===== config.mk =====
export PLATFORM = sky130hd
export DESIGN_NAME = spriteAttrRam
export DESIGN_NICKNAME = d
export VERILOG_FILES = /design/src/verilog/spritePkg.sv /design/src/verilog/spriteAttrRam.sv
export SDC_FILE = /design/constraint.sdc
export NUM_CORES = 1
export LEC_CHECK = 0
export ABC_AREA = 0
export BUFFER_PORTS_ARGS = -buffer_cell sky130_fd_sc_hd__buf_2
export CAP_MARGIN = 20
export CELL_PAD_IN_SITES_DETAIL_PLACEMENT = 2
export CELL_PAD_IN_SITES_GLOBAL_PLACEMENT = 2
export CORE_ASPECT_RATIO = 0.5
export CORE_MARGIN = 2
export CORE_UTILIZATION = 30
export DETAILED_ROUTE_END_ITERATION = 10
export GPL_TIMING_DRIVEN = 0
export PLACE_DENSITY_LB_ADDON = 0.1
export SLEW_MARGIN = 20
export SYNTH_ARGS = -nofsm -noshare
export SYNTH_HDL_FRONTEND = slang
export SYNTH_SLANG_ARGS = --single-unit

===== constraint.sdc =====
create_clock -name clk -period 5.6 [get_ports clk]
set_clock_uncertainty 0.2 [all_clocks]
set_input_delay 1.12 -clock clk [delete_from_list [all_inputs] [get_ports clk]]
set_output_delay 1.12 -clock clk [all_outputs]
set_load 0.005 [all_outputs]

===== src/verilog/spritePkg.sv =====
// ~~~~~~~~~~~~~~~~~~~~~~~~~~~~~~~~~~~~~~~~~~~~~~~~
// shared constants and types for the sprite core
// one pixel per clk, small test raster only
// palette and pattern contents are fixed
// ~~~~~~~~~~~~~~~~~~~~~~~~~~~~~~~~~~~~~~~~~~~~~~~~
package spritePkg;
    // tile geometry
    localparam int tileW = 8;
    localparam int tileH = 8;
    // raster, total and visible
    localparam int hTotal = 80;
    localparam int vTotal = 56;
    localparam int hActive = 64;
    localparam int vActive = 48;
    // sprite origin inside the visible area
    localparam int gameStartX = 4;
    localparam int gameStartY = 2;
    localparam int posBits = 7;
    // wide enough that a negative sprite offset never aliases into the box
    localparam int relBits = 10;
    localparam int spriteNum = 16;
    localparam int spriteIdxBits = 4;
    localparam int tileNum = 64;
    localparam int tileIdxBits = 6;
    localparam int tileDataBits = 128;
    localparam int rgbBits = 12;
    localparam int apbAddrBits = 8;
    localparam int apbDataBits = 32;
    localparam logic [apbAddrBits-1:0] regActiveAddr = 8'h40;
    localparam logic [rgbBits-1:0] bgColor = 12'h124;
    // palette p, code c at entry 3*p + c - 1
    localparam logic [rgbBits-1:0] paletteTable [0:11] = '{
        12'hF00, 12'h0F0, 12'h00F,
        12'hFF0, 12'h0FF, 12'hF0F,
        12'hF80, 12'h8F0, 12'h08F,
        12'hFFF, 12'h888, 12'h444
    };
    // pattern rule for tile t, column x, row y
    // code = (x + y + t) & 3
    // plane 1 keeps code bit 1 at 127 - (x + 8y)
    // plane 0 keeps code bit 0 at 63 - (x + 8y)
    typedef struct packed {
        logic [7:0] posX;
        logic [7:0] posY;
        logic [1:0] rsvdHi;
        logic [tileIdxBits-1:0] tileIdx;
        logic hFlip;
        logic vFlip;
        logic [1:0] palSel;
        logic [3:0] rsvdLo;
    } spriteFieldsT;
    typedef union packed {
        logic [apbDataBits-1:0] raw;
        spriteFieldsT fields;
    } spriteAttrT;
endpackage


===== src/verilog/spriteAttrRam.sv =====
// ~~~~~~~~~~~~~~~~~~~~~~~~~~~~~~~~~~~~~~~~~~~~~~~~
// sixteen attribute words, one write port
// two registered read ports, old data on collision
// ~~~~~~~~~~~~~~~~~~~~~~~~~~~~~~~~~~~~~~~~~~~~~~~~
`timescale 1ns/10ps
module spriteAttrRam (
    input  logic clk,
    input  logic rstn,
    input  logic wrEn,
    input  logic [spritePkg::spriteIdxBits-1:0] wrIdx,
    input  logic [spritePkg::apbDataBits-1:0] wrData,
    input  logic [spritePkg::spriteIdxBits-1:0] apbIdx,
    output logic [spritePkg::apbDataBits-1:0] apbData,
    input  logic [spritePkg::spriteIdxBits-1:0] renderIdx,
    output spritePkg::spriteAttrT renderAttr
);
    import spritePkg::*;
    spriteAttrT mem [0:spriteNum-1];
    // write side, whole table cleared on reset
    always_ff @(posedge clk) begin
        if (!rstn) begin
            for (int i = 0; i < spriteNum; i++) begin
                mem[i] <= '0;
            end
        end else if (wrEn) begin
            mem[wrIdx].raw <= wrData;
        end
    end
    // read ports
    always_ff @(posedge clk) begin
        apbData <= mem[apbIdx].raw;
        renderAttr <= mem[renderIdx];
    end
endmodule


# Word level (Yosys, flattened, before mapping)
# Memories as Yosys holds them, arrays and structs flattened. A register that Yosys moved wholly into a read port is not among the register bits.
# Cells that the tools add are included.
# word_totals
regBits	0
memories	1
wordCells	9
ram_bits	512
in_bits	47
# memory_table
memory	depth	word_bits	read_ports	rd_clocked_by_memory_dff	wr	line	rtl
mem	16	32	2	2	16	spriteAttrRam.sv:18	spriteAttrT mem [0:spriteNum-1];
# op_classes
mux	7
n_reduce_logical	1
# ops
op	n
$mux W32	1
$reduce_or A32 Y1	1
$mux W1	5
$mux W4	1

# Longest topological paths before layout
# depth
word_depth	5
mapped_depth	5
mapped_depth_nobuf	3

# Worst setup path after synthesis
# No wires, ideal clock.
# synth_timing
kind	in2reg
startpoint	input port rstn
endpoint	memory mem[9][0] (netlist bit) (enable)
setup_ns	0.466
n_path_buf	1
setup_slack_ns	1.050
path_stages	3
t_arrival_ns	3.884
cell_sequence	buf_2 > nand4b_1 > o21ai_0
# synth_rtl
element	line	rtl
start, declared	spriteAttrRam.sv:8	input logic rstn,
end, declared	spriteAttrRam.sv:18	

==> key figures <==
Finish
  – Fillers: a little over 9000
  – Area of the multi-input gates: around 0.011 mm2
  – Share of cells above drive strength 1: 0.279
  – Layout Cells excl Fill: 3245
  – Area growth syn-to-layout: 17.8%
  – NumNets Final: approximately 2000
  – Most common cell after layout, fill and taps aside: and2_1
  – Reg area: 0.0167 mm2
  – Most frequent cells in the layout: and2_1, edfxtp_1, mux4_2

Clocking
  – CTS buffer count: 59
  – Worst-Skew Late Latency: 0.66 ns
  – CTS Hold Bufs: 0
  – Maximum clock insertion buffer count: 3
  – CTS Sinks: 576
  – Root buffer cell: clkbuf_16
  – Clock transition at path regs: approximately 0.060 ns
  – Post-CTS sizing: 0
  – Number of H-tree levels: 2
  – Post-CTS setup buffer count: 0
  – CTS tree: built

Floorplanning
  – Initial Utilization: 0.305
  – Die Height: 220 um
  – Std-Cell Rows: 78
  – Die Wd: 435 um
  – Number of top-level pins: 111
  – DIE AREA: around 0.096 mm2
  – Core area: 0.0913 mm2

Synth
  – Post-synth ARST share: 0
  – Yosys warning count: 0
  – Top_reg_cell synth: edfxtp_1
  – Number of flops mapped to enable cells by yosys: 512
  – Post-synthesis instance total: 1751
  – Syn nets: around 1800
  – Seq/Total Area, Yosys: 0.598
  – Synth unique cells: 21
  – Flops & latches, synth: 576
  – Mapped Avg Cell Area: between 15 and 20 um2
  – Post-synthesis cell area: 0.0279 mm2

Route
  – Routed len/inst: roughly 33 um
  – Vias: 17157
  – DRT antenna net count: 0
  – DR pass1 iterations: 5
  – DR iter-0 viols: 1358
  – Via density: 5.29
  – Total Wirelength: 106 mm
  – DRC violations left: 0

Worst setup path
  – Crit-path max cell delay: 0.96 ns
  – Path depth of the worst reg2reg path: 3
  – CP dominant cell by count: buf_2
  – Crit path launch: rstn
  – Crit path to: mem[8][5]
  – Crit Reg-Reg Endpoint: apbData[21]
  – Slowest cell on the critical path: nor3_2
  – Crit Path Category: in2reg
  – Critical Path RT: 5.74 ns
  – CP max FO: 17
  – Worst path top cell family by delay: simple AND/OR/NAND/NOR gates
  – Reg2Reg Setup Slack: around 3.8 ns
  – Crit. End Element: flop
  – CP cell instances: buf_2, buf_2, nand4b_1, nor3_2, nand2b_4, buf_12
  – Stages on worst setup path: 6
  – CP Launch Type: primary input
  – Crit path buf inv count: 3
  – Worst r2r src: mem[0][21]
  – Critical Path AT: approximately 4 ns

STA
  – Final Hold Viols: 0
  – Setup violations, final: 0
  – Tmin final: 3.77 ns
  – Setup tns final: 0 ns
  – Fmax: 0.265 GHz
  – Period utilisation layout: 0.673
  – Slew Viols, Final: 0
  – Slew of the pin with the lowest slew margin: 1.19 ns
  – Rel. slew slack: 0.207
  – RSZ-0062 raised after global routing: no

Placement
  – Placed insts: 3127
  – # port buffers: around 110
  – Gpl congestion: 0.754
  – Dpl hpwl: around 76 mm

Flow run
  – Max_cap viols: 0

Power
  – Maximum ir drop on the vdd rail: about 0.25 mV
  – Leakage: 0.0113 uW
  – PD cells: about 320 mW/mm2

Global routing
  – Tot GR Track Use: 0.223
  – Antenna violations before repair: 8
  – First-pass GRT wire length: 148 mm
  – Total grt overflow: 0
  – Vias in the first global route: 18914
  – Largest net degree at the start of global routing: 33

Outcome
  – Status: completed

Hold path
  – Hold Path Class: reg2reg
==> power by group <==
part / switching, uW / internal [uW]
registers: 124 / 4960
logic: 683 / 517
clock network: 1830 / 2220
==> how the worst min path moves through the flow <==
stage	from	endpoint	slack, ns	cells after the start
2_1_floorplan	mem[14][0]	apbData[0]	0.46	3
3_3_place_gp	mem[15][17]	apbData[17]	0.48	3
3_5_place_dp	mem[14][3]	apbData[3]	0.49	3
4_1_cts	mem[15][17]	apbData[17]	0.51	3
5_1_grt	mem[15][17]	apbData[17]	0.53	3
6_report	mem[14][17]	apbData[17]	0.50	3
==> worst reg2reg max path, stage by stage, from the launching register on <==
cell,delay (ns)
edfxtp_1,0.42
mux4_2,0.47
a22oi_1,0.41
nand2_1,0.16
==> through the flow <==
stage	worst slack [ns]	instance area (um2)	util	hold slack, ns	total power (uW)
2_1_floorplan	1.05	27900	-	0.455	5780
3_3_place_gp	-3.71	30000	0.328	0.485	6320
3_5_place_dp	1.19	30900	0.338	0.494	6380
4_1_cts	1.89	32800	0.359	0.506	10500
5_1_grt	1.79	32800	0.359	0.532	10700
6_report	1.83	32800	0.359	0.502	10300
==> per-layer routing <==
layer | vias up | wire length (um) | global-route usage
met5 | - | 0 | 0
met4 | 0 | 3020 | 0.0667
met3 | 151 | 5690 | 0.0410
met2 | 482 | 48100 | 0.351
met1 | 9361 | 49500 | 0.316
li1 | 7163 | - | -
==> synthesized netlist by cell type, drive strengths merged, types with 4 or more instances <==
library cell	count	area share
and2	514	0.12
mux4	256	0.21
a22oi	128	0.034
edfxtp	512	0.55
nor2	14	0.0019
nor3	4	0.0014
dfxtp	64	0.046
nand2b	6	0.0013
clkbuf	121	0.017
nor2b	4	0.00090
o21ai	12	0.0022
buf	47	0.011
nand2	65	0.0088
==> state kept, by name, summed over array words and instances, names as in the netlist <==
signal / cells
apbData: 32
renderAttr: 32
mem: 512
==> kinds of logic (layout without fill, tap and decap cells) <==
family | count (synthesis) | count (layout) | share of synthesized area
muxes | 256 | 256 | 0.207
other | 0 | 4 | 0
AOI/OAI and AO/OA | 140 | 140 | 0.0366
DFF | 576 | 576 | 0.598
and+or+nand+nor | 611 | 611 | 0.131
buffers and inverters | 168 | 418 | 0.0276
==> area by class of cell <==
type,instances,area share
clock inverter,26,0.00496
clock buffer,86,0.0535
tap,1240,0.0473
antenna,4,0.000305
multi-input combinational,1007,0.324
timing repair buffer,138,0.0391
sequential,576,0.507
buffer,168,0.0237
Power figures use the tool's default switching activity.
