$ cat src/verilog/spritePkg.sv
// ~~~~~~~~~~~~~~~~~~~~~~~~~~~~~~~~~~~~~~~~~~~~~~~~
// shared constants and types for the sprite core
// one pixel per clk, small test raster only
// palette and pattern contents are fixed
// ~~~~~~~~~~~~~~~~~~~~~~~~~~~~~~~~~~~~~~~~~~~~~~~~
package spritePkg;
    // tile geometry
    localparam int tileW = 8;
    localparam int tileH = 8;
    // raster, total and visible
    localparam int hTotal = 80;
    localparam int vTotal = 56;
    localparam int hActive = 64;
    localparam int vActive = 48;
    // sprite origin inside the visible area
    localparam int gameStartX = 4;
    localparam int gameStartY = 2;
    localparam int posBits = 7;
    // wide enough that a negative sprite offset never aliases into the box
    localparam int relBits = 10;
    localparam int spriteNum = 16;
    localparam int spriteIdxBits = 4;
    localparam int tileNum = 64;
    localparam int tileIdxBits = 6;
    localparam int tileDataBits = 128;
    localparam int rgbBits = 12;
    localparam int apbAddrBits = 8;
    localparam int apbDataBits = 32;
    localparam logic [apbAddrBits-1:0] regActiveAddr = 8'h40;
    localparam logic [rgbBits-1:0] bgColor = 12'h124;
    // palette p, code c at entry 3*p + c - 1
    localparam logic [rgbBits-1:0] paletteTable [0:11] = '{
        12'hF00, 12'h0F0, 12'h00F,
        12'hFF0, 12'h0FF, 12'hF0F,
        12'hF80, 12'h8F0, 12'h08F,
        12'hFFF, 12'h888, 12'h444
    };
    // pattern rule for tile t, column x, row y
    // code = (x + y + t) & 3
    // plane 1 keeps code bit 1 at 127 - (x + 8y)
    // plane 0 keeps code bit 0 at 63 - (x + 8y)
    typedef struct packed {
        logic [7:0] posX;
        logic [7:0] posY;
        logic [1:0] rsvdHi;
        logic [tileIdxBits-1:0] tileIdx;
        logic hFlip;
        logic vFlip;
        logic [1:0] palSel;
        logic [3:0] rsvdLo;
    } spriteFieldsT;
    typedef union packed {
        logic [apbDataBits-1:0] raw;
        spriteFieldsT fields;
    } spriteAttrT;
endpackage

$ cat src/verilog/scanIf.sv
// ~~~~~~~~~~~~~~~~~~~~~~~~~~~~~~~~~~~~~~~~~~~~~~~~
// scan position bus, no handshake
// values change every pixel clock
// ~~~~~~~~~~~~~~~~~~~~~~~~~~~~~~~~~~~~~~~~~~~~~~~~
`timescale 1ns/10ps
interface scanIf;
    import spritePkg::*;
    // raster coordinates, screen space
    logic [posBits-1:0] posX;
    logic [posBits-1:0] posY;
    // inside visible area
    logic active;
    // high for the 0,0 pixel only
    logic frameStart;
    modport source (output posX, output posY, output active, output frameStart);
    modport sink (input posX, input posY, input active, input frameStart);
endinterface

$ cat src/verilog/scanPosGen.sv
// ~~~~~~~~~~~~~~~~~~~~~~~~~~~~~~~~~~~~~~~~~~~~~~~~
// raster counters, one pixel per clock
// no sync pulses, blanking is just active low
// ~~~~~~~~~~~~~~~~~~~~~~~~~~~~~~~~~~~~~~~~~~~~~~~~
`timescale 1ns/10ps
module scanPosGen (
    input logic clk,
    input logic rstn,
    scanIf.source scan
);
    import spritePkg::*;
    logic [posBits-1:0] hCnt;
    logic [posBits-1:0] vCnt;
    logic lineEnd;
    assign lineEnd = (hCnt == posBits'(hTotal - 1));
    always_ff @(posedge clk) begin
        if (!rstn) begin
            hCnt <= '0;
            vCnt <= '0;
        end else if (lineEnd) begin
            hCnt <= '0;
            // frame wrap on last line
            if (vCnt == posBits'(vTotal - 1)) begin
                vCnt <= '0;
            end else begin
                vCnt <= vCnt + 1'b1;
            end
        end else begin
            hCnt <= hCnt + 1'b1;
        end
    end
    assign scan.posX = hCnt;
    assign scan.posY = vCnt;
    assign scan.active = (hCnt < posBits'(hActive)) && (vCnt < posBits'(vActive));
    assign scan.frameStart = (hCnt == '0) && (vCnt == '0);
    // counters stay inside the raster
    assert property (@(posedge clk) disable iff (!rstn)
        (hCnt < posBits'(hTotal)) && (vCnt < posBits'(vTotal)))
        else $error("scan counter out of range %0d,%0d", hCnt, vCnt);
endmodule

$ cat src/flat_wrapper.sv
// flat-port wrapper written by rule: the top's interface ports become plain ports
module scanPosGen_flat import spritePkg::*;
  (clk, rstn, scan_posX, scan_posY, scan_active, scan_frameStart);
  scanIf scan_i ();
  input logic clk;
  input logic rstn;
  output wire logic [$bits(scan_i.posX)-1:0] scan_posX;
  output wire logic [$bits(scan_i.posY)-1:0] scan_posY;
  output wire logic [$bits(scan_i.active)-1:0] scan_active;
  output wire logic [$bits(scan_i.frameStart)-1:0] scan_frameStart;
  assign scan_posX = scan_i.posX;
  assign scan_posY = scan_i.posY;
  assign scan_active = scan_i.active;
  assign scan_frameStart = scan_i.frameStart;
  scanPosGen u_core (.clk(clk), .rstn(rstn), .scan(scan_i));
endmodule
$ cat config.mk
export PLATFORM = sky130hd
export DESIGN_NAME = scanPosGen_flat
export DESIGN_NICKNAME = d
export VERILOG_FILES = /design/src/verilog/spritePkg.sv /design/src/verilog/scanIf.sv /design/src/verilog/scanPosGen.sv /design/src/flat_wrapper.sv
export SDC_FILE = /design/constraint.sdc
export NUM_CORES = 1
export LEC_CHECK = 0
export BUFFER_PORTS_ARGS = -buffer_cell sky130_fd_sc_hd__clkbuf_2
export CAP_MARGIN = 10
export CORE_UTILIZATION = 54
export CTS_BUF_LIST = sky130_fd_sc_hd__clkbuf_8 sky130_fd_sc_hd__clkbuf_16
export DETAILED_ROUTE_END_ITERATION = 10
export GPL_TIMING_DRIVEN = 0
export PLACE_DENSITY = 0.79
export SYNTH_ARGS = -nofsm -noshare
export SYNTH_HDL_FRONTEND = slang
export SYNTH_SLANG_ARGS = --single-unit
export TNS_END_PERCENT = 20
$ cat constraint.sdc
create_clock -name clk -period 4.7 [get_ports clk]
set_clock_uncertainty 0.15 [all_clocks]
set_input_delay 0.235 -clock clk [delete_from_list [all_inputs] [get_ports clk]]
set_output_delay 0.235 -clock clk [all_outputs]
set_load 0.005 [all_outputs]
# Yosys cells after proc, flatten, opt, wreduce, memory -nomap -nowiden
# Cells that the tools add are included.
# totals
register_bits,14
inputBits,2
elab_cells,15
# classes
addsub,2
order_cmp,2
n_eq_ne,2
n_mux,1
bitwise_logic,1
reduce_logical,5
# ops
operator,count
7-bit by 1-bit adder with 7-bit output (second input constant),2
7-bit logical NOT,2
7-bit by 6-bit equality test with 1-bit output (second input constant),1
7-bit equality test (second input constant),1
7-bit by 6-bit < comparator with 1-bit output (second input constant),1
7-bit < comparator (second input constant),1
7-bit 2-to-1 mux,1
1-bit logical AND,2
2-bit OR reduction,1
1-bit inverter,1

# Depth between registers and ports, before layout
# logic_depth
word_depth,2
depth_mapped,5
mapped_depth_nobuf,4

# Worst setup path before layout
# Ideal clock, no wire load.
# synth_timing
path_kind,register -> register
from,reg u_core.hCnt[0] (netlist: u_core.scan.posX[0])
to,reg u_core.vCnt[2] (netlist: u_core.scan.posY[2])
arrival_ps,1480
required_time_ps,4480
slack_ps,3001
stages_incl_launch_ff,6
cell_sequence,dfxtp_1 ha_1 nand3_1 clkbuf_1 or4_1 a21oi_1
# synth_between
elab_chain_len,1
# synth_rtl
element,line,rtl
from (decl),scanPosGen.sv:12,logic [posBits-1:0] hCnt;
from (signal assigned),scanPosGen.sv:29,hCnt <= hCnt + 1'b1;
7-bit equality test,scanPosGen.sv:15,assign lineEnd = (hCnt == posBits'(hTotal - 1));
to (signal assigned),scanPosGen.sv:26,vCnt <= vCnt + 1'b1;
to (decl),scanPosGen.sv:13,logic [posBits-1:0] vCnt;
# No other way between the ends.
# A chain may end at the register's enable or synchronous reset.

# Final worst setup path
# layout_timing
from,reg u_core.hCnt[0] (netlist: u_core.scan.posX[0])
to,reg u_core.vCnt[3] (netlist: u_core.scan.posY[3])
# The elaborated chain is that of the path after synthesis.

==> impl_metrics.toml <==
[routing]
wl_per_cell_um = 13.51
first_iter_violations = 16
drtPass1Iterations = 4
drt-total-wl_um = 1689
routed_via_density = 5.896
detail-route-antenna-nets = 0
routed-via-count = 737
drcViolationCount = 0

[worst_setup_path]
critPathMaxStageDelay_ns = 0.59
start_kind = "flip-flop"
worst-r2r-setup-slack_ns = 2.71
critPathTopFamily = "compound AO/OA/AOI/OAI gates"
end_kind = "flip-flop"
path_cells = "ha_1, nand3_1, clkbuf_1, o41ai_2, a21oi_1"
slowest_stage = "o41ai_2"
cp.required_ns = 4.66
crit_arrival_ns = 1.95
cp-startpoint = "u_core.scan.posX[0]"
path_class = "reg -> reg"
critPathBufInv = 1
timing.rr.start = "u_core.scan.posX[0]"
cp_max_fo = 10

[job]
drv_cap = 0

[yosys]
ys_seq_area_share_pct = 36.66
syn_area_per_cell_sq_um = 8.590
synth_edf_count = 0
synthCells = 89
synth.cell_area_sq_um = 764.5
syn_nets = 95
yosysUniqueCellTypes = 34
yosys_most_used_dff = "dfxtp_1"
yosysWarnings = 0
synth-async-reset-ratio_pct = 0
ys_seq_elements = 14

[floorplanning]
die_area_sq_um = 1570
core_sq_um = 1301
start_util_pct = 58.75
fp-row-count = 13
die-width_um = 39.63
die_h_um = 39.63
ios = 18

[timing]
period_share_pct = 42.29
fin_crit_ns = 1.988
worst_slack_ns = 2.712
setup_tns_ns = 0
finalHoldViolCount = 0
tightest_slew_ns = 0.4977
holdWs_ns = 0.1387
rsz0062_at_grt = "no"
max-slew-margin-rel_pct = 66.46
setup_viol = 0
fmax_mhz = 503.1
slew_violations = 0

[clocking]
cts.repair.resized = 0
clk_latency_ns = 0.24
cts_tree = "done"
root_buffer = "clkbuf_8"
clock_sinks = 14
cts_setup_buffers = 0
cts_buffers = 3
htreeDepth = 1
cts_max_path_buffers = 2
clk_pin_slew_ns = 0.06
ctsHoldBuffers = 0

[power]
p_comb_share_pct = 5.7
p_clk_share_pct = 45.8
p_total_uw = 255.0
p_sw_uw = 53.20
peakVddDrop_uv = 179.8
p_int_uw = 201.8
p_per_area_nw_per_um2 = 276.1
p_leak_nw = 0.3817
switching_share_pct = 20.87
p_seq_share_pct = 48.5

[placed_design]
dp_slack_ns = 2.752
dpl.cell_count = 121
portBuffers = 17
place_congestion = 0.8248
dp_hpwl_um = 1223

[layout]
drive_gt1_share_pct = 24.55
synthToLayoutAreaGrowth_pct = 20.79
layout_common_cells = "clkbuf_2, dfxtp_1, inv_1"
layout.cells.non_filler = 125
n_antenna_cell = 0
final_common_cell = "clkbuf_2"
layout.nets = 117

[grt]
grt_max_degree = 11
grt_usage_pct = 23.38
grt-ovfl-total = 0
grt_pass1_vias = 571
grt_pass1_wl_um = 2435
antenna_found_initial = 0

[worst_hold_path]
min_from = "rstn"
hold_class = "in -> reg"

[outcome]
status = "finished clean"
per-layer routing:
metal | up-vias | part of all wire [%] | track usage (%)
li1 | 363 | - | -
met5 | - | 0 | 0
met4 | 0 | 2.0 | 10.34
met3 | 5 | 3.5 | 3.409
met2 | 23 | 47 | 36.89
met1 | 346 | 48 | 30.93
sequential cells by signal, summed over array words and instances (netlist names):
register,flops
u_core.scan.posX,7
u_core.scan.posY,7
metrics by stage:
| step | instance area, sq um | util (%) |
|---|---|---|
| 5_1_grt | 923.4 | 70.96 |
| 2_1_floorplan | 764.5 | - |
| 3_3_place_gp | 868.3 | 66.73 |
| 6_report | 923.4 | 70.96 |
| 4_1_cts | 923.4 | 70.96 |
| 3_5_place_dp | 868.3 | 66.73 |
kinds of logic after synthesis:
| family | synth area share (%) |
|---|---|
| simple gates | 28.81 |
| compound gates | 16.20 |
| flops | 36.66 |
| buf+inv | 7.036 |
| fa+ha+maj | 6.547 |
| xor+xnor | 3.438 |
| mux | 1.309 |
layout make-up:
class	instances	area, sq um
plain buffers	3	20.02
clock buffers	4	55.05
fillers	118	377.9
inverters	9	33.78
multi-input cells	63	430.4
flip-flops and latches	14	280.3
well taps	15	18.77
repair buffers	17	85.08
worst register-to-register path, cell delays in order (launching register included):
cell	delay, ns
dfxtp_1	0.40
ha_1	0.26
nand3_1	0.12
clkbuf_1	0.25
o41ai_2	0.59
a21oi_1	0.08
cell usage after synthesis, drive strengths merged, types with 2 or more instances:
cell | n | area (sq um)
o21ai | 4 | 20.01
nor4 | 2 | 12.51
nand2 | 3 | 11.26
o31ai | 3 | 22.52
a21oi | 8 | 40.04
nand3 | 5 | 25.02
dfxtp | 14 | 280.3
buf | 2 | 16.26
xnor2 | 2 | 17.52
ha | 4 | 50.05
nor2b | 2 | 12.51
and3 | 2 | 12.51
nand4b | 2 | 17.52
or4 | 3 | 22.52
o41ai | 2 | 25.03
nand4 | 2 | 12.51
inv | 9 | 33.78
nor2 | 7 | 26.28
power groups by stage:
stage / Sequential [mW] / Clock (mW) / Combinational, mW
after floorplan: 0.126 / 0 / 0.00806
after global placement: 0.126 / 0 / 0.0142
after detailed placement: 0.126 / 0 / 0.0143
after CTS: 0.124 / 0.119 / 0.0145
after global routing: 0.124 / 0.122 / 0.0164
final: 0.124 / 0.117 / 0.0146
path summary, 6_finish.rpt:
| check | endpoint | depth (start not counted) |
|---|---|---|
| setup reg to reg | u_core.scan.posY[3] | 5 |
| hold / removal | u_core.scan.posY[6] | 3 |
| setup / recovery | u_core.scan.posY[3] | 5 |
| hold reg to reg | u_core.scan.posX[0] | 1 |
Power figures use the tool's default switching activity.
