**config.mk**
```make
export PLATFORM = sky130hd
export DESIGN_NAME = apbSpriteRegs
export DESIGN_NICKNAME = d
export VERILOG_FILES = /design/src/verilog/spritePkg.sv /design/src/verilog/apbSpriteRegs.sv
export SDC_FILE = /design/constraint.sdc
export NUM_CORES = 1
export LEC_CHECK = 0
export ABC_CLOCK_PERIOD_IN_PS = 1200
export BUFFER_PORTS_ARGS = -buffer_cell sky130_fd_sc_hd__buf_4
export CORE_MARGIN = 1.5
export CORE_UTILIZATION = 24
export DETAILED_ROUTE_END_ITERATION = 10
export PLACE_DENSITY_LB_ADDON = 0.25
export SYNTH_ARGS = -nofsm -noshare
export SYNTH_HDL_FRONTEND = slang
export SYNTH_SLANG_ARGS = --single-unit
```
**constraint.sdc**
```tcl
create_clock -name clk -period 1.2 [get_ports clk]
set_input_delay 0.12 -clock clk [delete_from_list [all_inputs] [get_ports clk]]
set_output_delay 0.12 -clock clk [all_outputs]
set_load 0.005 [all_outputs]
```
**src/verilog/spritePkg.sv**
```systemverilog
// ~~~~~~~~~~~~~~~~~~~~~~~~~~~~~~~~~~~~~~~~~~~~~~~~
// shared constants and types for the sprite core
// one pixel per clk, small test raster only
// palette and pattern contents are fixed
// ~~~~~~~~~~~~~~~~~~~~~~~~~~~~~~~~~~~~~~~~~~~~~~~~
package spritePkg;
    // tile geometry
    localparam int tileW = 8;
    localparam int tileH = 8;
    // raster, total and visible
    localparam int hTotal = 80;
    localparam int vTotal = 56;
    localparam int hActive = 64;
    localparam int vActive = 48;
    // sprite origin inside the visible area
    localparam int gameStartX = 4;
    localparam int gameStartY = 2;
    localparam int posBits = 7;
    // wide enough that a negative sprite offset never aliases into the box
    localparam int relBits = 10;
    localparam int spriteNum = 16;
    localparam int spriteIdxBits = 4;
    localparam int tileNum = 64;
    localparam int tileIdxBits = 6;
    localparam int tileDataBits = 128;
    localparam int rgbBits = 12;
    localparam int apbAddrBits = 8;
    localparam int apbDataBits = 32;
    localparam logic [apbAddrBits-1:0] regActiveAddr = 8'h40;
    localparam logic [rgbBits-1:0] bgColor = 12'h124;
    // palette p, code c at entry 3*p + c - 1
    localparam logic [rgbBits-1:0] paletteTable [0:11] = '{
        12'hF00, 12'h0F0, 12'h00F,
        12'hFF0, 12'h0FF, 12'hF0F,
        12'hF80, 12'h8F0, 12'h08F,
        12'hFFF, 12'h888, 12'h444
    };
    // pattern rule for tile t, column x, row y
    // code = (x + y + t) & 3
    // plane 1 keeps code bit 1 at 127 - (x + 8y)
    // plane 0 keeps code bit 0 at 63 - (x + 8y)
    typedef struct packed {
        logic [7:0] posX;
        logic [7:0] posY;
        logic [1:0] rsvdHi;
        logic [tileIdxBits-1:0] tileIdx;
        logic hFlip;
        logic vFlip;
        logic [1:0] palSel;
        logic [3:0] rsvdLo;
    } spriteFieldsT;
    typedef union packed {
        logic [apbDataBits-1:0] raw;
        spriteFieldsT fields;
    } spriteAttrT;
endpackage

```
**src/verilog/apbSpriteRegs.sv**
```systemverilog
// ~~~~~~~~~~~~~~~~~~~~~~~~~~~~~~~~~~~~~~~~~~~~~~~~
// APB slave, zero wait states, pready tied high
// reads need the setup phase, memory read is registered
// unaligned or above 0x40 gives pslverr, no write
// ~~~~~~~~~~~~~~~~~~~~~~~~~~~~~~~~~~~~~~~~~~~~~~~~
`timescale 1ns/10ps
module apbSpriteRegs (
    input  logic clk,
    input  logic rstn,
    input  logic [spritePkg::apbAddrBits-1:0] paddr,
    input  logic psel,
    input  logic penable,
    input  logic pwrite,
    input  logic [spritePkg::apbDataBits-1:0] pwdata,
    output logic [spritePkg::apbDataBits-1:0] prdata,
    output logic pready,
    output logic pslverr,
    output logic wrEn,
    output logic [spritePkg::spriteIdxBits-1:0] wrIdx,
    output logic [spritePkg::apbDataBits-1:0] wrData,
    output logic [spritePkg::spriteIdxBits-1:0] rdIdx,
    input  logic [spritePkg::apbDataBits-1:0] rdData,
    output logic [spritePkg::spriteIdxBits-1:0] activeIdx
);
    import spritePkg::*;
    logic access;
    logic addrErr;
    logic isActive;
    // access phase of any transfer
    assign access = psel && penable;
    assign addrErr = (paddr[1:0] != 2'b00) || (paddr > regActiveAddr);
    assign isActive = (paddr == regActiveAddr);
    // word index, attribute slots at 0x00..0x3C
    assign wrIdx = paddr[spriteIdxBits+1:2];
    assign rdIdx = paddr[spriteIdxBits+1:2];
    assign wrData = pwdata;
    assign wrEn = access && pwrite && !addrErr && !isActive;
    // active sprite register
    always_ff @(posedge clk) begin
        if (!rstn) begin
            activeIdx <= '0;
        end else if (access && pwrite && isActive) begin
            activeIdx <= pwdata[spriteIdxBits-1:0];
        end
    end
    // read mux, memory word arrives in access phase
    always_comb begin
        if (addrErr) begin
            prdata = '0;
        end else if (isActive) begin
            prdata = {{(apbDataBits - spriteIdxBits){1'b0}}, activeIdx};
        end else begin
            prdata = rdData;
        end
    end
    assign pready = 1'b1;
    assign pslverr = access && addrErr;
    // protocol: enable only within a selected transfer
    assert property (@(posedge clk) disable iff (!rstn) $rose(penable) |-> psel)
        else $error("penable rose without psel");
    // rejected transfers never reach the memory
    assert property (@(posedge clk) disable iff (!rstn) !(wrEn && pslverr))
        else $error("write issued on an error transfer");
endmodule

```
# Yosys cells after proc, flatten, opt, wreduce, memory -nomap -nowiden

Index checks and enable logic that the tools add are counted.

Bits in registers: 4
Input port bits: 77
Output and inout bits: 79
Logic and storage cells: 15

Magnitude comparators: 1
Equal/unequal tests: 1
Mux-type cells: 2
Reductions and logical operators: 10

Operator list:

| operator                                                              | number |
|---|---|
| 32-bit two-way mux                                                    | 2 |
| 8-bit by 7-bit equality test with 1-bit output, second input constant | 1 |
| 8-bit by 7-bit > comparator with 1-bit output, second input constant  | 1 |
| 1-bit logical AND                                                     | 6 |
| 1-bit zero test                                                       | 2 |
| 2-bit nonzero test                                                    | 1 |
| 1-bit logical OR                                                      | 1 |

# Longest topological paths before layout

Word-level depth: 5
Mapped depth: 6
Gate-level depth less buffers: 3

# Worst setup path after synthesis

OpenSTA, ideal clock, no wires.

Path type: input port to flip-flop
Start point: in paddr[0] (netlist name)
End point: reg activeIdx[0] (netlist name)
Library setup time: 0.072 ns
Arrival: 1.148 ns
Setup slack: -0.019 ns
Stages on the path: 5
Cells stage by stage: or3_4 -> buf_6 -> and4bb_1 -> buf_6 -> mux2i_1

Cells in the longest elaborated chain, start to end: 2

RTL lines:

| what                                           | RTL line            | text |
|---|---|---|
| start: declaration                             | apbSpriteRegs.sv:10 | `input logic [spritePkg::apbAddrBits-1:0] paddr,` |
| 8-bit by 7-bit equality test with 1-bit output | apbSpriteRegs.sv:32 | `assign isActive = (paddr == regActiveAddr);` |
| 1-bit logical AND                              | apbSpriteRegs.sv:42 | `end else if (access && pwrite && isActive) begin` |
| end signal: assignment                         | apbSpriteRegs.sv:43 | `activeIdx <= pwdata[spriteIdxBits-1:0];` |
| end: declaration                               | apbSpriteRegs.sv:23 | `output logic [spritePkg::spriteIdxBits-1:0] activeIdx` |

No other way between the ends.
A chain may end at the register's enable or synchronous reset.

# Worst setup path in the final report

Start point: in paddr[0] (netlist name)
End point: out wrEn

Cells in the longest elaborated chain, start to end: 5
Elaborated cells on any way between the ends: 8

RTL lines:

| what                                                                                | RTL line            | text |
|---|---|---|
| 8-bit by 7-bit > comparator with 1-bit output or 2-bit nonzero test (tied branches) | apbSpriteRegs.sv:31 | `assign addrErr = (paddr[1:0] != 2'b00) \|\| (paddr > regActiveAddr);` |
| 1-bit logical OR                                                                    | apbSpriteRegs.sv:31 |  |
| 1-bit zero test                                                                     | apbSpriteRegs.sv:37 | `assign wrEn = access && pwrite && !addrErr && !isActive;` |
| 1-bit logical AND                                                                   | apbSpriteRegs.sv:37 |  |
| 1-bit logical AND (*)                                                               | apbSpriteRegs.sv:37 |  |
| end: declaration                                                                    | apbSpriteRegs.sv:18 | `output logic wrEn,` |

Every way passes the cells marked *; elsewhere a longest branch is shown, timed or not.

==> results.md <==
- The flow ran to the end, but the final reports show violations.
- The checks that failed: setup timing.
- The switching power is 135.8 uW.
- Of the total power, the share spent switching nets is 0.2378.
- The initial utilization of the core area, before any placement, comes to 0.2508.
- The nature of the critical path startpoint is an input port.
- Synthesis instantiated 19 different standard cells from the library.
- The total congestion overflow after global routing is 0.
- Counting every sink on the clock net gives 4.
- The share of synthesized area spent on multiplexers is 0.04783.
- The path class of the tightest hold or removal check is input port to flip-flop.
- The via count of the first global-routing pass is 758.
- The iteration count of the initial detailed-routing pass is 4.
- In the final layout, the registers with the most flip-flops are activeIdx: 4 flops.
- For the worst setup path, the data arrival time is 1.15 ns.
- The number of H-tree levels is 1.
- The filler cells instantiated in the layout total 332.
- Once layout is complete, the utilization of the core stands at 0.4293.
- More flip-flops sit in one register than any other, and that register is activeIdx.
- The fraction of the yosys area taken by sequential cells is 0.09567.
- Entering global routing, the biggest net connects 29 pins.
- Of the total synthesized cell area, the portion taken by AND, OR, NAND and NOR gates is 0.3842.
- The share of synthesized cell area in full adder, half adder and majority cells is 0.
- The critical path is of the input port to primary output type.
- The number of antenna violations at the first check in global routing was 0.
- After technology mapping, the gate count stands at 114.
- The aggregate global-route resource usage is 0.1101.
- Yosys printed 0 warnings.
- OpenSTA, run right after detailed placement, puts the worst setup slack at -0.1436 ns.
- A synthesized cell averages 7.343 um2.
- The clock reaches the later pin of the worst-skew pair after 0.23 ns.
- The die footprint is 3851 um2.
- The critical path goes through buf_6 > or3_4 > nor2_4 > buf_4 > buf_6 > and2_4 > buf_6.
- After clock tree synthesis, the clock-pin slew on the worst setup and hold paths is 0.03 ns.
- The number of vias in the routed layout is 906.
- The die is 62.06 um tall.
- Once detail routing completed, the nets flagged for antenna violations numbered 0.
- The area of the core is 3337 um2.
- In this design, the stage delay of the slowest critical-path cell is 0.41 ns.
- The first routing iteration left 6 violations.
- The required time at the endpoint of the critical path is 1.08 ns.
- The number of buffers on the longest clock path is 2.
- At the end of routability-driven placement, the weighted congestion stood at 0.6805.
- The horizontal die dimension is 62.06 um.
- In the final layout, the share of cells above drive strength 1 is 0.6629.
- The total count of max-transition violations in the final report is 0.
- Summing all placed instances gives a cell area of 1356 um2.
- Of the total synthesized cell area, the portion taken by XOR and XNOR cells is 0.
- The number of flip-flops in the largest register is 4.
- The internal cell power is 435.2 uW.
- The count of buffers from port buffering is 98.
- Hold timing on the final database bottoms out at a slack of 0.1571 ns.
- The setup slack after layout is -0.07250 ns.
- The power per unit of standard cell area is 398.5 nW/um2.
- The cell at the root of the clock tree is sky130_fd_sc_hd__clkbuf_4.
- The share of the clock period used by the worst path is 1.060.
- The dominant combinational cell family by area after synthesis is buffers and inverters.
- The worst clock skew is 0 ns.
- In this run the core area contains 21 standard-cell rows.
- The part of the power in the clock network is 0.282.
- The hold buffer count at cts is 0.
- Counting I/O delays and the setup requirement, the final critical path takes 1.273 ns.
- After routing the design area is 1433 um2.
- The achievable clock frequency is 785.9 MHz.
- The max-capacitance violation count is 0.
- Counting flops and latches in the post-synthesis netlist gives 4.
- At the end of the flow, the number of nets in the layout was 257.
- The total power of the final layout is 570.9 uW.
- Setup repair after global routing could not meet its margin everywhere.
- Summed over all cells, the static leakage comes to 0.7651 nW.
- The HPWL after detailed placement is 2470 um.
- The post-synthesis instance area is 837.1 um2.
- STA classifies the critical path endpoint as a primary output.
- Dividing the detail-routed wire length by the instance count gives 12.42 um.
- Of the total power, combinational logic draws 0.483.
- The highest net fanout along the worst path is 4.
- In the routed design, unresolved DRC markers number 0.
- During I/O placement, the number of pins put on the boundary was 156.
- From synthesis to final layout, the design area changed by 71.15%.
- The most used cell along the critical path is sky130_fd_sc_hd__buf_6.
- The global-route wire length before repair is 3139 um.
- The TritonCTS clock tree is yes.
- The synthesized-area fraction occupied by ao, oa, aoi and oai cells was 0.04036.
- In the routed layout, each cell is associated on average with a via count of 4.045.
- The final hold violation count is 0.
- The worst vdd rail ir drop is 0.2764 mV.
- The routed design has 2783 um of wire.
- The slowest cell on the critical path is sky130_fd_sc_hd__or3_4.
- The relative contribution of sequential cells to total power is 0.235.
- The number of nets produced by synthesis is 191.
- The number of antenna repair diodes is 0.
- The final-report setup violation count is 29.
- The total clock buffers created by CTS is 3.
==> kinds of logic after synthesis <==
| kind of cell | after synthesis |
|---|---|
| AO/OA/AOI/OAI | 6 |
| buffers and inverters | 48 |
| flip-flops | 4 |
| multiplexers | 4 |
| other | 1 |
| AND/OR/NAND/NOR | 51 |
==> per-layer routing <==
metal  share of wire  track usage  vias to the layer above  wire length, um
met3            0.13      0.02277                        0              370
met4               0      0.04863                        0                0
li1                -            -                      443                -
met2            0.51       0.2009                       73             1407
met1            0.36       0.1214                      390             1006
met5               0            0                        -                0
==> path summary, 6_finish.rpt <==
path	cells after the start	to	slack (ns)	from
worst max-delay path	7	wrEn	-0.07	paddr[0]
worst min-delay path	3	activeIdx[1]	0.16	pwdata[1]
worst min register to register	2	activeIdx[0]	0.47	activeIdx[0]
worst max register to register	2	activeIdx[2]	0.60	activeIdx[2]
==> worst max-delay path, delay by kind of cell <==
kind	cells	cell delay [ns]
buf+inv	4	0.37
simple gates	3	0.66
==> synth_stat cells (all sizes together) <==
| library cell | instances | share of area |
|---|---|---|
| dfxtp | 4 | 0.096 |
| nand2b | 4 | 0.030 |
| inv | 1 | 0.0045 |
| conb | 1 | 0.0045 |
| buf | 47 | 0.42 |
| nand3b | 4 | 0.036 |
| mux2i | 4 | 0.048 |
| or3 | 1 | 0.013 |
| nor4b | 1 | 0.018 |
| o41ai | 1 | 0.010 |
| and3 | 1 | 0.0075 |
| nor2 | 1 | 0.0075 |
| and2 | 29 | 0.22 |
| nand2 | 9 | 0.040 |
| a21oi | 5 | 0.030 |
| and4bb | 1 | 0.015 |
==> cells in the final DEF, fill, tap and decap left out, drive strengths merged <==
cell | synthesis | routed
nor2 | 1 | 1
and2 | 29 | 29
and3 | 1 | 1
nand2 | 9 | 9
dfxtp | 4 | 4
buf | 47 | 108
and4bb | 1 | 1
clkbuf | 0 | 3
mux2i | 4 | 4
nand2b | 4 | 4
o41ai | 1 | 1
inv | 1 | 1
nor4b | 1 | 1
conb | 1 | 1
a21oi | 5 | 5
or3 | 1 | 1
nand3b | 4 | 4
==> through the flow <==
stage,TNS (ns),instances
2_1_floorplan,-0.01491,114
3_3_place_gp,-3.254,220
3_5_place_dp,-3.989,220
4_1_cts,-2.014,223
5_1_grt,-2.843,224
6_report,-1.413,224
==> cell type report <==
type,count,area [um2],share of cell area
Timing Repair Buffer,108,838.3,0.5852
Tap cell,46,57.56,0.04017
Inverter,1,3.754,0.002620
Clock buffer,3,22.52,0.01572
Sequential cell,4,80.08,0.05590
Multi-Input combinational cell,62,430.4,0.3004
==> timing repair <==
item / in CTS / in global routing
resized for setup: 7 / 3
endpoints found under the setup margin: 30 / 32
buffers inserted: 0 / 1
gates cloned: 0 / 0
==> power by group through the flow <==
stage / logic [mW] / clock network, mW / registers [mW]
floorplan: 0.161 / 0 / 0.136
global placement: 0.264 / 0 / 0.136
detailed placement: 0.266 / 0 / 0.136
CTS: 0.274 / 0.172 / 0.134
global route: 0.300 / 0.182 / 0.134
finish: 0.276 / 0.161 / 0.134
Power figures use the tool's default switching activity.
