[config.mk]
export PLATFORM = sky130hd
export DESIGN_NAME = tileDraw_flat
export DESIGN_NICKNAME = d
export VERILOG_FILES = /design/src/verilog/spritePkg.sv /design/src/verilog/scanIf.sv /design/src/verilog/tileDraw.sv /design/src/flat_wrapper.sv
export SDC_FILE = /design/constraint.sdc
export NUM_CORES = 1
export LEC_CHECK = 0
export BUFFER_PORTS_ARGS = -buffer_cell sky130_fd_sc_hd__buf_2
export CORE_MARGIN = 10
export CORE_UTILIZATION = 46
export CTS_BUF_LIST = sky130_fd_sc_hd__clkbuf_8
export CTS_CLUSTER_SIZE = 10
export DETAILED_ROUTE_END_ITERATION = 8
export GPL_ROUTABILITY_DRIVEN = 1
export PLACE_DENSITY = 0.83
export SLEW_MARGIN = 15
export SYNTH_ARGS = -nofsm -noshare
export SYNTH_HDL_FRONTEND = slang
export SYNTH_SLANG_ARGS = --single-unit
[constraint.sdc]
create_clock -name clk -period 3.9 [get_ports clk]
set_input_delay 0.39 -clock clk [delete_from_list [all_inputs] [get_ports clk]]
set_output_delay 0.39 -clock clk [all_outputs]
set_load 0.005 [all_outputs]
[src/verilog/spritePkg.sv]
// ~~~~~~~~~~~~~~~~~~~~~~~~~~~~~~~~~~~~~~~~~~~~~~~~
// shared constants and types for the sprite core
// one pixel per clk, small test raster only
// palette and pattern contents are fixed
// ~~~~~~~~~~~~~~~~~~~~~~~~~~~~~~~~~~~~~~~~~~~~~~~~
package spritePkg;
    // tile geometry
    localparam int tileW = 8;
    localparam int tileH = 8;
    // raster, total and visible
    localparam int hTotal = 80;
    localparam int vTotal = 56;
    localparam int hActive = 64;
    localparam int vActive = 48;
    // sprite origin inside the visible area
    localparam int gameStartX = 4;
    localparam int gameStartY = 2;
    localparam int posBits = 7;
    // wide enough that a negative sprite offset never aliases into the box
    localparam int relBits = 10;
    localparam int spriteNum = 16;
    localparam int spriteIdxBits = 4;
    localparam int tileNum = 64;
    localparam int tileIdxBits = 6;
    localparam int tileDataBits = 128;
    localparam int rgbBits = 12;
    localparam int apbAddrBits = 8;
    localparam int apbDataBits = 32;
    localparam logic [apbAddrBits-1:0] regActiveAddr = 8'h40;
    localparam logic [rgbBits-1:0] bgColor = 12'h124;
    // palette p, code c at entry 3*p + c - 1
    localparam logic [rgbBits-1:0] paletteTable [0:11] = '{
        12'hF00, 12'h0F0, 12'h00F,
        12'hFF0, 12'h0FF, 12'hF0F,
        12'hF80, 12'h8F0, 12'h08F,
        12'hFFF, 12'h888, 12'h444
    };
    // pattern rule for tile t, column x, row y
    // code = (x + y + t) & 3
    // plane 1 keeps code bit 1 at 127 - (x + 8y)
    // plane 0 keeps code bit 0 at 63 - (x + 8y)
    typedef struct packed {
        logic [7:0] posX;
        logic [7:0] posY;
        logic [1:0] rsvdHi;
        logic [tileIdxBits-1:0] tileIdx;
        logic hFlip;
        logic vFlip;
        logic [1:0] palSel;
        logic [3:0] rsvdLo;
    } spriteFieldsT;
    typedef union packed {
        logic [apbDataBits-1:0] raw;
        spriteFieldsT fields;
    } spriteAttrT;
endpackage

[src/verilog/scanIf.sv]
// ~~~~~~~~~~~~~~~~~~~~~~~~~~~~~~~~~~~~~~~~~~~~~~~~
// scan position bus, no handshake
// values change every pixel clock
// ~~~~~~~~~~~~~~~~~~~~~~~~~~~~~~~~~~~~~~~~~~~~~~~~
`timescale 1ns/10ps
interface scanIf;
    import spritePkg::*;
    // raster coordinates, screen space
    logic [posBits-1:0] posX;
    logic [posBits-1:0] posY;
    // inside visible area
    logic active;
    // high for the 0,0 pixel only
    logic frameStart;
    modport source (output posX, output posY, output active, output frameStart);
    modport sink (input posX, input posY, input active, input frameStart);
endinterface

[src/verilog/tileDraw.sv]
// ~~~~~~~~~~~~~~~~~~~~~~~~~~~~~~~~~~~~~~~~~~~~~~~~
// single sprite renderer, two stage pipeline
// rgb for a scan position appears 2 clocks later
// sprite clipped at raster edges, never wraps
// ~~~~~~~~~~~~~~~~~~~~~~~~~~~~~~~~~~~~~~~~~~~~~~~~
`timescale 1ns/10ps
module tileDraw (
    input  logic clk,
    input  logic rstn,
    scanIf.sink scan,
    input  spritePkg::spriteAttrT attr,
    output logic [spritePkg::tileIdxBits-1:0] tileIdx,
    input  logic [spritePkg::tileDataBits-1:0] tileData,
    output logic [spritePkg::posBits-1:0] pixX,
    output logic [spritePkg::posBits-1:0] pixY,
    output logic pixValid,
    output logic spriteHit,
    output logic [spritePkg::rgbBits-1:0] rgb
);
    import spritePkg::*;
    // stage 0, combinational
    logic [relBits-1:0] relX;
    logic [relBits-1:0] relY;
    logic inBox;
    logic [2:0] offX;
    logic [2:0] offY;
    // stage 1 registers
    logic valid1;
    logic hit1;
    logic [posBits-1:0] posX1;
    logic [posBits-1:0] posY1;
    logic [5:0] bit1;
    logic [1:0] pal1;
    // stage 2 decode
    logic [1:0] code;
    logic [3:0] palIdx;
    logic opaque;

    // ROM address straight from attribute, data lines up with stage 1
    assign tileIdx = attr.fields.tileIdx;
    // sprite relative position, negative values land far above the box
    assign relX = relBits'(scan.posX) - relBits'(gameStartX) - relBits'(attr.fields.posX);
    assign relY = relBits'(scan.posY) - relBits'(gameStartY) - relBits'(attr.fields.posY);
    assign inBox = scan.active && (relX < relBits'(tileW)) && (relY < relBits'(tileH));
    // mirroring
    assign offX = attr.fields.hFlip ? 3'd7 - relX[2:0] : relX[2:0];
    assign offY = attr.fields.vFlip ? 3'd7 - relY[2:0] : relY[2:0];

    always_ff @(posedge clk) begin
        if (!rstn) begin
            valid1 <= 1'b0;
            hit1 <= 1'b0;
        end else begin
            valid1 <= scan.active;
            hit1 <= inBox;
        end
    end
    always_ff @(posedge clk) begin
        posX1 <= scan.posX;
        posY1 <= scan.posY;
        // bit index x + 8y
        bit1 <= {offY, offX};
        pal1 <= attr.fields.palSel;
    end

    // plane bits, high plane in upper half
    assign code = {tileData[7'd127 - {1'b0, bit1}], tileData[7'd63 - {1'b0, bit1}]};
    assign opaque = hit1 && (code != 2'b00);
    // table entry 3*pal + code - 1
    assign palIdx = {2'b00, pal1} * 4'd3 + {2'b00, code} - 4'd1;

    always_ff @(posedge clk) begin
        if (!rstn) begin
            pixValid <= 1'b0;
            spriteHit <= 1'b0;
        end else begin
            pixValid <= valid1;
            spriteHit <= opaque;
        end
    end
    always_ff @(posedge clk) begin
        pixX <= posX1;
        pixY <= posY1;
        rgb <= opaque ? paletteTable[palIdx] : bgColor;
    end

    // frame start marker leaves the pipeline as visible pixel 0,0
    assert property (@(posedge clk) disable iff (!rstn)
        scan.frameStart |-> ##2 (pixValid && pixX == '0 && pixY == '0))
        else $error("frame start did not come out as pixel 0,0");
endmodule

[src/flat_wrapper.sv]
// flat-port wrapper written by rule: the top's interface ports become plain ports
module tileDraw_flat import spritePkg::*;
  (clk, rstn, attr, tileIdx, tileData, pixX, pixY, pixValid, spriteHit, rgb, scan_posX, scan_posY, scan_active, scan_frameStart);
  scanIf scan_i ();
  input  logic clk;
  input  logic rstn;
  input  spritePkg::spriteAttrT attr;
  output logic [spritePkg::tileIdxBits-1:0] tileIdx;
  input  logic [spritePkg::tileDataBits-1:0] tileData;
  output logic [spritePkg::posBits-1:0] pixX;
  output logic [spritePkg::posBits-1:0] pixY;
  output logic pixValid;
  output logic spriteHit;
  output logic [spritePkg::rgbBits-1:0] rgb;
  input wire logic [$bits(scan_i.posX)-1:0] scan_posX;
  input wire logic [$bits(scan_i.posY)-1:0] scan_posY;
  input wire logic [$bits(scan_i.active)-1:0] scan_active;
  input wire logic [$bits(scan_i.frameStart)-1:0] scan_frameStart;
  assign scan_i.posX = scan_posX;
  assign scan_i.posY = scan_posY;
  assign scan_i.active = scan_active;
  assign scan_i.frameStart = scan_frameStart;
  tileDraw u_core (.clk(clk), .rstn(rstn), .scan(scan_i), .attr(attr), .tileIdx(tileIdx), .tileData(tileData), .pixX(pixX), .pixY(pixY), .pixValid(pixValid), .spriteHit(spriteHit), .rgb(rgb));
endmodule
* Word level (Yosys, flattened, before mapping)
Memories as Yosys holds them, arrays and structs flattened. A register that Yosys moved wholly into a read port is not among the register bits.
Cells that the tools add are included.
** Operators by class
- Magnitude comparators :: 4
- $mul :: 1
- Bitwise operators :: 1
- Reduce and logical (&&, ||, !) cells :: 5
- Mux-type cells :: 6
- Add/subtract/negate cells :: 10
** Operator list (number)
- 10-bit by 4-bit < comparator with 1-bit output (second input constant) :: 2
- 10-bit by 8-bit subtractor with 10-bit output :: 2
- 7-bit by 8-bit < comparator with 1-bit output (second input constant) :: 2
- 1-bit binary-select mux with 7-bit select :: 2
- 7-bit by 2-bit subtractor with 8-bit output (second input constant) :: 1
- 7-bit by 3-bit subtractor with 8-bit output (second input constant) :: 1
- 6-bit by 6-bit subtractor with 7-bit output (first input constant) :: 1
- 7-bit by 6-bit subtractor with 7-bit output (first input constant) :: 1
- 3-bit 2-to-1 mux :: 2
- 3-bit subtractor (first input constant) :: 2
- 4-bit NOT with 5-bit output :: 1
- 4-bit by 2-bit adder with 4-bit output :: 1
- 2-bit by 2-bit multiplier with 4-bit output (second input constant) :: 1
- 4-bit by 1-bit subtractor with 4-bit output (second input constant) :: 1
- 1-bit logical AND :: 3
- 1-bit 2-to-1 mux :: 2
- 2-bit nonzero test :: 1
- 1-bit logical NOT :: 1
** Word-level totals
- Register bits :: 40
- Memories kept :: 1
- Bits in read-only memories :: 192
** Memory list
- (no name shown) :: depth 16, width 12, rd ports 1, clocked after Yosys merged registers in 1, write ports 0, line tileDraw.sv:84 : rgb <= opaque ? paletteTable[palIdx] : bgColor;

* Depth between registers and ports, before layout
- Depth in word-level cells :: 6
- Gate-level depth with buffers :: 17
- Gate-level depth less buffers :: 14

* Worst setup path after synthesis
Ideal clock, no wire load.
- Path type :: register to register
- From :: register u_core.bit1[0]
- To :: register u_core.rgb[3] (netlist bit)
- Cell stages (with the launch flop) :: 15
- Required time :: 3785 ps
- Buffers on the path :: 2
- Setup time :: 115 ps
- Arrival :: 3405 ps
- Path slack :: 379 ps
- Path through :: dfxtp_1 buf_6 mux4_1 mux4_2 a21o_1 a22oi_4 xnor2_1 ha_1 inv_1 fa_1 clkbuf_1 nor2_1 a211oi_1 a21oi_1 and3_1
** Between the ends
- Word-level cells in the longest chain between the ends :: 6
- Elaborated cells between the ends (all ways) :: 12
** RTL lines
- start: declaration :: line tileDraw.sv:32 : logic [5:0] bit1;
- start signal: assignment :: line tileDraw.sv:62 : bit1 <= {offY, offX};
- 7-bit by 6-bit subtractor with 7-bit output or 6-bit by 6-bit subtractor with 7-bit output (tied branches) :: line tileDraw.sv:67 : assign code = {tileData[7'd127 - {1'b0, bit1}], tileData[7'd63 - {1'b0, bit1}]};
- 1-bit binary-select mux with 7-bit select :: line tileDraw.sv:67
- 1-bit 2-to-1 mux (not written as such) :: line tileDraw.sv:67
- 4-bit by 2-bit adder with 4-bit output or 2-bit nonzero test (tied branches) :: line tileDraw.sv:70, tileDraw.sv:68
- 4-bit by 1-bit subtractor with 4-bit output or 1-bit logical AND (tied branches) :: line tileDraw.sv:70, tileDraw.sv:68
- 4-bit NOT with 5-bit output (not written as such) or 1-bit logical NOT (tied branches)
- end: declaration :: line tileDraw.sv:18 : output logic [spritePkg::rgbBits-1:0] rgb
Several ways; a longest one is shown, not always the timed one. The select of a mux whose other input is x is not followed.
A chain may end at the register's enable or synchronous reset.

* Final worst setup path
- From :: register u_core.bit1[0]
- To :: register u_core.rgb[7] (netlist bit)
Same word-level chain as after synthesis.

==> flow_summary.json <==
{
  "status": "completed",
  "whs_path_depth": 1,
  "hp-start": "attr[5]",
  "synth_top_area_frac": 0.276,
  "slew_violations": 0,
  "wl_per_cell_um": 18.5,
  "path_clk_slew_ns": 0.10,
  "grt_max_degree": 30,
  "critPathLaunchType": "flip-flop",
  "end_kind": "flip-flop",
  "io_buffers": 192,
  "setup_viol": 0,
  "finalCritPeriodShare": 0.941,
  "wl_um": 11700,
  "cts_hold_buf": 0,
  "r2r.worst_path.cells": 14,
  "first_pass_iters": 4,
  "synth.cells.most_frequent": "dfxtp_1, inv_1, ha_1",
  "root_buffer": "clkbuf_8",
  "synth-seq-cells": 51,
  "worstSetupPathType": "flip-flop to flip-flop",
  "maxCapViolations": 0,
  "dieArea_um2": 12000,
  "grt.total_usage": 0.191,
  "row_count": 32,
  "synthArstFlopShare": 0,
  "antenna_found_initial": 0,
  "peakVddDrop_mv": 0.173,
  "n_antenna_cell": 0,
  "die_h_um": 110,
  "rsz0062_at_grt": "no",
  "start_util": 0.476,
  "viasPerCell": 5.47,
  "fin_crit_ns": 3.67,
  "vias": 3453,
  "cts_tree": "built",
  "clock_latency_ns": 0.31,
  "dieWidth_um": 110,
  "syn-num-nets": 556,
  "crit-reg2reg-launch": "u_core.bit1[0]",
  "syn-instance-count": 345,
  "synth.avg_cell_area_um2": 10.7,
  "synth_area_leaders": "dfxtp_1, mux4_1, ha_1",
  "min_to": "u_core.pal1[1]",
  "clock.fmax_mhz": 272,
  "yosysTopAreaCell": "dfxtp_1",
  "synthDistinctLibCells": 51,
  "grt_pass1_vias": 3877,
  "seq_area_frac_synth": 0.276,
  "powerDensity_nw_per_um2": 403,
  "cp.required_ns": 4.15,
  "place_inst": 623,
  "ant_nets": 0,
  "area_growth_pct": 29.1,
  "synth_most_common_cell": "dfxtp_1",
  "core_area_um2": 7770,
  "r2r_slack_ns": 0.23,
  "gp_congestion": 0.942,
  "synth_area_um2": 3690,
  "cts.sinks": 51,
  "ios": 212,
  "synth-main-ff-cell": "dfxtp_1",
  "skew_ns": 0.00682,
  "cellLeakagePower_uw": 0.00245,
  "layout.cells.non_filler": 631,
  "cts_buffers": 5,
  "num-nets-final": 739,
  "layout-drive-gt1-share": 0.427,
  "worst-path-max-fanout": 29,
  "ys_warn_count": 0,
  "grt_pass1_wl_um": 18400,
  "dp_hpwl_um": 10100,
  "synth-edff-count": 0,
  "drc": 0,
  "min-delay-path-class": "input pin to flip-flop",
  "drtIter0Drc": 132,
  "fin_util": 0.614,
  "slew_headroom": 0.578,
  "fin_tns_setup_ns": 0,
  "rr_endpoint": "u_core.rgb[7]",
  "finalHoldViolations": 0,
  "gr-total-overflow": 0,
  "max_slew.worst_pin.slew_ns": 0.632,
  "cts.htree.levels": 2,
  "cts_buffer_depth": 2,
  "cp.arrival_ns": 3.92
}
==> cell usage in the layout, fill, tap and decap left out, types with 12 or more instances in the layout <==
cell	synthesis	final
buf_2	3	192
o21ai_0	12	12
inv_1	32	32
xnor2_1	16	16
a21oi_1	13	13
ha_1	30	30
dfxtp_1	51	50
nor2_1	16	16
mux4_2	12	12
nand2_1	16	16
mux4_1	19	19
==> stage by stage <==
step / setup WS [ns] / hold slack [ns] / power [µW] / area (µm²)
4_1_cts: 0.158 / 0.179 / 1920 / 4770
5_1_grt: 0.00102 / 0.171 / 2080 / 4770
6_report: 0.230 / 0.189 / 1920 / 4770
3_3_place_gp: 0.273 / 0.310 / 1540 / 4670
3_5_place_dp: 0.180 / 0.312 / 1590 / 4670
2_1_floorplan: 0.379 / 0.310 / 1360 / 3690
==> worst max path at each step <==
stage          slack (ns)  cells past startpoint      startpoint             to
5_1_grt             0.001                     14  u_core.bit1[0]  u_core.rgb[7]
3_5_place_dp         0.18                     14  u_core.bit1[0]  u_core.rgb[3]
6_report             0.23                     14  u_core.bit1[0]  u_core.rgb[7]
4_1_cts              0.16                     14  u_core.bit1[0]  u_core.rgb[3]
3_3_place_gp         0.27                     14  u_core.bit1[0]  u_core.rgb[3]
2_1_floorplan        0.38                     14  u_core.bit1[0]  u_core.rgb[3]
==> layer usage <==
metal | GRT usage | vias up | wire length [µm]
met2 | 0.379 | 158 | 6440
met1 | 0.186 | 1622 | 4080
met4 | 0.0641 | 0 | 327
met3 | 0.0480 | 30 | 845
li1 | - | 1643 | -
met5 | 0 | - | 0
==> report_power, final <==
part | internal (µW) | switching [µW]
clock network | 133 | 191
logic | 493 | 504
registers | 552 | 48.0
total | 1180 | 744
==> worst max-delay path, stage by stage (launching register included) <==
cell,delay [ns]
dfxtp_2,0.42
buf_12,0.23
mux4_1,0.60
nor3b_1,0.18
a2111oi_0,0.09
a21o_1,0.23
a22oi_4,0.20
xnor2_1,0.16
ha_1,0.17
inv_1,0.05
fa_2,0.65
mux2i_1,0.21
nor2_1,0.05
a21oi_1,0.17
and3_1,0.18
==> sequential cells by signal, summed over array words and instances, names as in the netlist <==
register,cells
u_core.hit1,1
u_core.spriteHit,1
u_core.posX1,7
u_core.pal1,2
u_core.pixValid,1
u_core.posY1,7
u_core.pixX,7
u_core.pixY,7
u_core.rgb,11
u_core.bit1,6
u_core.valid1,1
==> layout make-up <==
cell class / count / area, µm²
Fill cell: 669 / 3000
Sequential cell: 51 / 1020
Timing Repair Buffer: 198 / 1020
Clock buffer: 5 / 68.8
Clock inverter: 3 / 28.8
Inverter: 32 / 120
Multi-Input combinational cell: 240 / 2380
Tap cell: 102 / 128
==> what timing repair did <==
item | 4_1_cts | 5_1_grt
buffers inserted | 0 | 0
resized for setup | 0 | 1
endpoints found under the setup margin | 0 | 7
==> logic make-up after synthesis <==
family | synth area share
AND/OR/NAND/NOR | 0.116
AO/OA/AOI/OAI | 0.109
buffers and inverters | 0.0789
flip-flops | 0.276
multiplexers | 0.247
adder cells (fa/ha/maj) | 0.118
XOR/XNOR | 0.0545
Power figures use the tool's default switching activity.
